**src/hdl/flowMux_config.svh**
```systemverilog
/* Flow multiplexer configuration
   Flow count and beat width shared by the package and the testbench */

`ifndef FLOW_MUX_CONFIG_SVH
`define FLOW_MUX_CONFIG_SVH

// -------------------------------------------------
// Flow multiplexer sizing
// -------------------------------------------------

// Number of push flows feeding the multiplexer
`define FLOW_MUX_NUM_FLOWS 4

// Data width of one beat on any push flow
`define FLOW_MUX_WIDTH 16

// Flow index width follows from the flow count
// and is derived in the package

`endif

```
**src/hdl/flowMuxPkg.sv**
```systemverilog
/* Flow multiplexer package
   Mask, index, data and tagged payload types shared by all blocks */

`include "flowMux_config.svh"

package flowMuxPkg;

  // -------------------------------------------------
  // Sizes
  // -------------------------------------------------

  localparam int NumFlows = `FLOW_MUX_NUM_FLOWS;
  localparam int DataWidth = `FLOW_MUX_WIDTH;

  // At least one bit, even for a single flow
  localparam int FlowIdWidth = (NumFlows > 1) ? $clog2(NumFlows) : 1;

  // -------------------------------------------------
  // Types
  // -------------------------------------------------

  // One bit per flow: valid, ready, request, grant
  typedef logic [NumFlows-1:0] flowMaskT;

  // Index of a single flow
  typedef logic [FlowIdWidth-1:0] flowIdT;

  // One data beat
  typedef logic [DataWidth-1:0] flowDataT;

  // Push data of all flows, flow 0 in the low slot
  typedef flowDataT [NumFlows-1:0] flowDataArrayT;

  // Popped beat tagged with the flow it came from
  typedef struct packed {
    flowIdT flowId;
    flowDataT data;
  } flowPayloadT;

endpackage

```
**src/hdl/flowMuxCore.sv**
```systemverilog
/* Flow multiplexer core
   Applies the arbiter grant as push flow control and selects tagged data */

`timescale 1ns/1ps

module flowMuxCore (
  // Push flows
  input  flowMuxPkg::flowMaskT      pushValid,
  input  flowMuxPkg::flowDataArrayT pushData,
  output flowMuxPkg::flowMaskT      pushReady,
  // Arbiter side
  output flowMuxPkg::flowMaskT      request,
  input  flowMuxPkg::flowMaskT      grant,
  output logic                      enablePriorityUpdate,
  // Pop flow, combinational from push
  input  logic                      popReady,
  output logic                      popValid,
  output flowMuxPkg::flowPayloadT   popPayload
);

  import flowMuxPkg::*;

  // Data of the granted flow
  flowDataT selData;

  // Index of the granted flow
  flowIdT selId;

  // -------------------------------------------------
  // Requests and pop valid
  // -------------------------------------------------

  // Every waiting beat requests the arbiter
  assign request = pushValid;

  // Arbiter always grants when any request is present,
  // so any valid flow means a beat is offered
  assign popValid = |pushValid;

  // -------------------------------------------------
  // Push flow control
  // -------------------------------------------------

  // Only the granted flow sees ready,
  // and only while the pop side accepts
  always_comb begin
    pushReady = '0;
    if (popReady) begin
      pushReady = grant;
    end
  end

  // Grant taken means the pointer may advance
  assign enablePriorityUpdate = popValid && popReady;

  // -------------------------------------------------
  // Data selection
  // -------------------------------------------------

  // One-hot OR mux over the flows
  // Grant index is encoded in the same pass
  always_comb begin
    selData = '0;
    selId = '0;
    for (int i = 0; i < NumFlows; i++) begin
      selData |= pushData[i] & {DataWidth{grant[i]}};
      if (grant[i]) begin
        selId |= flowIdT'(i);
      end
    end
  end

  // Tag the beat with its source flow
  always_comb begin
    popPayload.flowId = selId;
    popPayload.data = selData;
  end

endmodule

```
**config.mk**
```make
export PLATFORM = sky130hd
export DESIGN_NAME = flowMuxCore
export DESIGN_NICKNAME = d
export VERILOG_FILES = /design/src/hdl/flowMuxPkg.sv /design/src/hdl/flowMuxCore.sv
export VERILOG_INCLUDE_DIRS = /design/src /design/src/hdl
export SDC_FILE = /design/constraint.sdc
export NUM_CORES = 1
export LEC_CHECK = 0
export ABC_AREA = 1
export BUFFER_PORTS_ARGS = -buffer_cell sky130_fd_sc_hd__buf_2
export CORE_UTILIZATION = 35
export DETAILED_ROUTE_END_ITERATION = 10
export PLACE_DENSITY = 0.91
export RECOVER_POWER = 25
export SLEW_MARGIN = 20
export SYNTH_ARGS = -nofsm -noshare
export SYNTH_HDL_FRONTEND = slang
export SYNTH_SLANG_ARGS = --single-unit
```
**constraint.sdc**
```tcl
create_clock -name vclk -period 1.91
set_input_delay 0.382 -clock vclk [all_inputs]
set_output_delay 0.382 -clock vclk [all_outputs]
set_load 0.01 [all_outputs]
```
-- Word-level counts from Yosys, hierarchy flattened
Index checks and enable logic that the tools add are counted.
- bits in writable memories: 0
- logic and storage cells: 13
- memories: 0
- output and inout bits: 28
- latch bits: 0
- bits in registers: 0
- memory bits (read-only): 0
- shifts and indexed selects: 0
- muxes and demuxes: 4
- eq/ne operators: 0
- reduce and logical (&&, ||, !) cells: 2
- $lt $le $gt $ge: 0
- divide/modulo/power cells: 0
- multipliers: 0
- bitwise operators: 7
- add/sub/neg operators: 0
- operators by type and width (kind ; count):
    $and A16 B16 Y16 ; 4
    $or A16 B16 Y16 ; 3
    $mux W2 ; 2
    $mux W4 ; 1
    $reduce_or A4 Y1 ; 1
    $logic_and A1 B1 Y1 ; 1
    $mux W1 ; 1

-- Depth between registers and ports, before layout
Gate-level depths: netlist (run 1).
- depth in word-level cells: 4
- mapped depth: 6

-- Least setup slack after synthesis (run 1)
Ideal clock, no wire load.
- path type: input to output
- start point: in grant[1]
- end point: out popPayload[16] in the netlist's numbering
- stages: 3
- data required time: 1528 ps
- arrival: 888 ps
- slack: 640 ps
- cells stage by stage: buf_4 > buf_6 > or2_1
- RTL lines (element ; line ; source):
    start: declaration ; flowMuxCore.sv:13 ; input flowMuxPkg::flowMaskT grant,
    end: declaration ; flowMuxCore.sv:18 ; output flowMuxPkg::flowPayloadT popPayload

==> flow_metrics.py, run 1 <==
metrics = {
    "status": {
        "status": "finished clean",
    },
    "detailed_routing": {
        "wl_per_cell_um": 7.83,
        "dr.pass1.iters": 4,
        "drc": 0,
        "drt_iter0_markers": 5,
        "wl_mm": 2.23,
        "vias": 1136,
        "ant_nets": 0,
        "vias_per_cell": 3.99,
    },
    "clocking": {
        "cts_repair_resize_count": 0,
        "post-cts-setup-buffers": 0,
        "cts.hold.buffers_added": 0,
    },
    "yosys": {
        "postSynthAreaPerCell_um2": 4.19,
        "synth_cells": 171,
        "ys_seq_area_frac": 0,
        "yosysWarningCount": 0,
        "synth_nets": 244,
        "synth_cell_types": 8,
        "synthesis.area_um2": 716,
    },
    "critical_path": {
        "crit_arrival_ns": 1.03,
        "path_delay_family": "buffers and inverters",
        "critical_path_required_ns": 1.53,
        "endpoint_kind": "output port",
        "startpoint_type": "primary input",
        "slowest_stage": "buf_2",
        "criticalPathCategory": "primary input to output port",
        "path_buf_inv": 3,
        "cp_max_fo": 18,
        "cp_common_cell": "nand2_1",
        "cpPeakStageDelay_ns": 0.27,
        "crit_chain": "buf_2, nand2_1, nand2_1, inv_1, nand2_1, buf_2",
    },
    "final_layout": {
        "final_cell_mix": "nand2_1, buf_2, inv_1, clkbuf_1",
        "regArea_um2": 0,
        "design.seq.count": 0,
        "drive_above_1_share": 0.365,
        "clkbuf_count": 0,
        "diodes": 0,
        "layout_commonest_cell": "nand2_1",
        "fin_nets": 335,
        "fillCellCount": 211,
        "post-route-cell-area_um2": 1130,
        "syn_to_final_growth_pct": 58.2,
    },
    "die": {
        "ios": 101,
        "die_y_um": 47.2,
        "coreArea_um2": 1820,
        "die_w_um": 47.2,
        "num_rows": 15,
        "floorplan.initialDensity": 0.393,
        "die-area_um2": 2230,
    },
    "global_route": {
        "grt_overflow": 0,
        "grt_pass1_vias": 847,
        "grt_max_degree": 20,
        "antenna_found_initial": 0,
        "track_usage": 0.191,
        "grt_pass1_wl_mm": 3.24,
    },
    "timing": {
        "hold_viol": 0,
        "fmax_mhz": 706,
        "setup_violations": 0,
        "post-route-period-util": 0.742,
        "maxSlewHeadroom": 0.794,
        "finalSetupTns_ns": 0,
        "tightest_slew_ns": 0.309,
        "rsz0062_at_grt": "false",
        "period_needed_ns": 1.42,
        "final_max_slew_viol_count": 0,
    },
    "pwr": {
        "p_leak_nw": 0.902,
        "pwr_density_cell_nw_per_um2": 215,
        "p_total_w": 0.000243,
        "ir_drop_mv": 0.140,
    },
    "placed_design": {
        "gp_congestion": 0.784,
        "portBuffers": 101,
        "place_hpwl_mm": 1.90,
        "placed_area_um2": 1140,
    },
    "min_path": {
        "hold_class": "primary input to output port",
    },
    "job": {
        "drv_cap": 0,
    },
}
## layer usage
metal | routed length [um] | share of wire | GRT usage
met1 | 869 | 0.39 | 0.202
met2 | 1220 | 0.54 | 0.405
met3 | 147 | 0.066 | 0.0115
met4 | 0 | 0 | 0.0229
met5 | 0 | 0 | 0
## layout make-up
cell class / instances / area [um^2] / area share
Timing Repair Buffer: 101 / 498 / 0.440
Multi-Input combinational cell: 122 / 464 / 0.410
Inverter: 37 / 139 / 0.123
Tap cell: 25 / 31.3 / 0.0276
## kinds of logic after synthesis
family	share of synthesized area
AOI/OAI and AO/OA	0.00699
buffers and inverters	0.351
and+or+nand+nor	0.642
## path summary, 6_finish.rpt
kind                startpoint  cells after the start             end
setup / recovery      grant[2]                      6  popPayload[15]
hold / removal    pushValid[1]                      2      request[1]
## metrics by stage
stage | instances | setup slack [ns] | util | hold WS (ns)
finish | 285 | 0.494 | 0.622 | 0.981
global route | 285 | 0.364 | 0.622 | 0.992
detailed placement | 285 | 0.477 | 0.626 | 0.962
CTS | 285 | 0.477 | 0.626 | 0.962
floorplan | 171 | 0.640 | - | 0.848
global placement | 285 | 0.496 | 0.626 | 0.961
## where the power goes
group | leakage (nW) | internal [W] | switching, W
clock | 0 | 0 | 0
sequential | 0 | 0 | 0
combinational | 0.902 | 0.000117 | 0.000126
total | 0.902 | 0.000117 | 0.000126
## cells in the mapped netlist
master   instances  share of area
nand2_1        117           0.61
inv_1           37           0.19
buf_4            7          0.073
buf_6            4          0.063
nor2_1           2          0.010
or2_1            2          0.017
a21oi_1          1         0.0070
buf_8            1          0.021
(Power assumes the default switching activity.)
==> inputs of run 2 (changes only) <==
--- a/config.mk
+++ b/config.mk
@@ -8,9 +8,9 @@
 export LEC_CHECK = 0
 export ABC_AREA = 1
 export BUFFER_PORTS_ARGS = -buffer_cell sky130_fd_sc_hd__buf_2
-export CORE_UTILIZATION = 35
+export CORE_UTILIZATION = 29
 export DETAILED_ROUTE_END_ITERATION = 10
-export PLACE_DENSITY = 0.91
+export PLACE_DENSITY = 0.81
 export RECOVER_POWER = 25
 export SLEW_MARGIN = 20
 export SYNTH_ARGS = -nofsm -noshare
==> constraint.sdc (replaced) <==
create_clock -name vclk -period 1.1
set_input_delay 0.22 -clock vclk [all_inputs]
set_output_delay 0.22 -clock vclk [all_outputs]
set_load 0.01 [all_outputs]
==> flow_metrics.py, run 2 (synthesis gave the netlist of run 1 again) <==
metrics = {
    "global_route": {
        "track_usage": 0.155,
        "grt_pass1_vias": 902,
        "grt_overflow": 0,
        "antenna_found_initial": 0,
        "grt_max_degree": 20,
        "grt_pass1_wl_mm": 3.37,
    },
    "die": {
        "coreArea_um2": 2280,
        "floorplan.initialDensity": 0.314,
        "die_w_um": 51.7,
        "die_y_um": 51.7,
        "num_rows": 17,
        "ios": 101,
        "die-area_um2": 2670,
    },
    "final_layout": {
        "syn_to_final_growth_pct": 60.3,
        "post-route-cell-area_um2": 1150,
        "diodes": 0,
        "layout_commonest_cell": "nand2_1",
        "fin_nets": 335,
        "drive_above_1_share": 0.369,
        "design.seq.count": 0,
        "clkbuf_count": 0,
        "final_cell_mix": "nand2_1, buf_2, inv_1, clkbuf_1, buf_4",
        "regArea_um2": 0,
    },
    "job": {
        "drv_cap": 0,
    },
    "critical_path": {
        "crit_arrival_ns": 0.77,
        "critical_path_required_ns": 0.88,
        "path_buf_inv": 2,
        "endpoint_kind": "output port",
        "criticalPathCategory": "primary input to output port",
        "cp_max_fo": 19,
        "path_delay_family": "buffers and inverters",
        "slowest_stage": "or2_1",
        "cpPeakStageDelay_ns": 0.23,
        "crit_chain": "buf_4, or2_1, buf_2",
        "startpoint_type": "primary input",
    },
    "timing": {
        "setup_violations": 0,
        "maxSlewHeadroom": 0.880,
        "tightest_slew_ns": 0.180,
        "finalSetupTns_ns": 0,
        "period_needed_ns": 0.990,
        "hold_viol": 0,
        "fmax_mhz": 1010,
        "rsz0062_at_grt": "false",
        "post-route-period-util": 0.900,
        "final_max_slew_viol_count": 0,
    },
    "pwr": {
        "power_frac_seq": 0,
        "p_total_w": 0.000428,
        "swShare": 0.511,
        "p_int_w": 0.000209,
        "p_comb_frac": 1.000,
        "p_sw_w": 0.000219,
        "p_clk_frac": 0,
        "ir_drop_mv": 0.223,
        "p_leak_nw": 0.908,
        "pwr_density_cell_nw_per_um2": 373,
    },
    "min_path": {
        "hold_class": "primary input to output port",
    },
    "detailed_routing": {
        "wl_per_cell_um": 7.67,
        "vias": 1140,
        "drt_iter0_markers": 4,
        "drc": 0,
        "dr.pass1.iters": 4,
        "vias_per_cell": 3.96,
        "wl_mm": 2.21,
        "ant_nets": 0,
    },
    "placed_design": {
        "gp_congestion": 0.764,
        "placed_area_um2": 1140,
        "portBuffers": 101,
        "place_hpwl_mm": 1.84,
    },
    "clocking": {
        "cts.hold.buffers_added": 0,
        "post-cts-setup-buffers": 0,
        "cts_repair_resize_count": 3,
    },
    "status": {
        "status": "finished clean",
    },
}
run 2: cell types whose count changed in the layout (fill, tap and decap cells not counted):
cell / before / now
buf_4: 0 / 4
buf_2: 95 / 92
clkbuf_1: 6 / 5
run 2: area by class of cell:
type	instances	area, um^2
fillers	274	1130
repair buffers	101	509
multi-input cells	122	464
inverters	37	139
well taps	28	35.0
run 2: power groups by stage:
| stage | logic (W) | clock network, W | registers, W |
|---|---|---|---|
| 6_report | 0.000428 | 0 | 0 |
| 5_1_grt | 0.000491 | 0 | 0 |
| 4_1_cts | 0.000435 | 0 | 0 |
| 3_5_place_dp | 0.000429 | 0 | 0 |
| 3_3_place_gp | 0.000426 | 0 | 0 |
| 2_1_floorplan | 0.000252 | 0 | 0 |
run 2: metal layers:
metal | vias to the layer above | global-route usage | part of all wire
li1 | 643 | - | -
met1 | 447 | 0.161 | 0.42
met2 | 50 | 0.333 | 0.51
met3 | 0 | 0.00585 | 0.072
met4 | 0 | 0.0270 | 0
met5 | - | 0 | 0
run 2: worst paths after layout:
| check | startpoint | to | slack, ns | cells past startpoint |
|---|---|---|---|---|
| max | grant[3] | popPayload[16] | 0.11 | 3 |
| min | pushValid[1] | request[1] | 0.66 | 2 |
run 2: through the flow:
| stage | hold WS, ns | std cells | util | setup slack [ns] |
|---|---|---|---|---|
| 3_5_place_dp | 0.639 | 288 | 0.502 | -0.00844 |
| 6_report | 0.657 | 288 | 0.504 | 0.110 |
| 3_3_place_gp | 0.638 | 288 | 0.502 | 0.00293 |
| 2_1_floorplan | 0.524 | 171 | - | 0.154 |
| 5_1_grt | 0.666 | 288 | 0.504 | 0.0151 |
| 4_1_cts | 0.639 | 288 | 0.506 | 0.00252 |
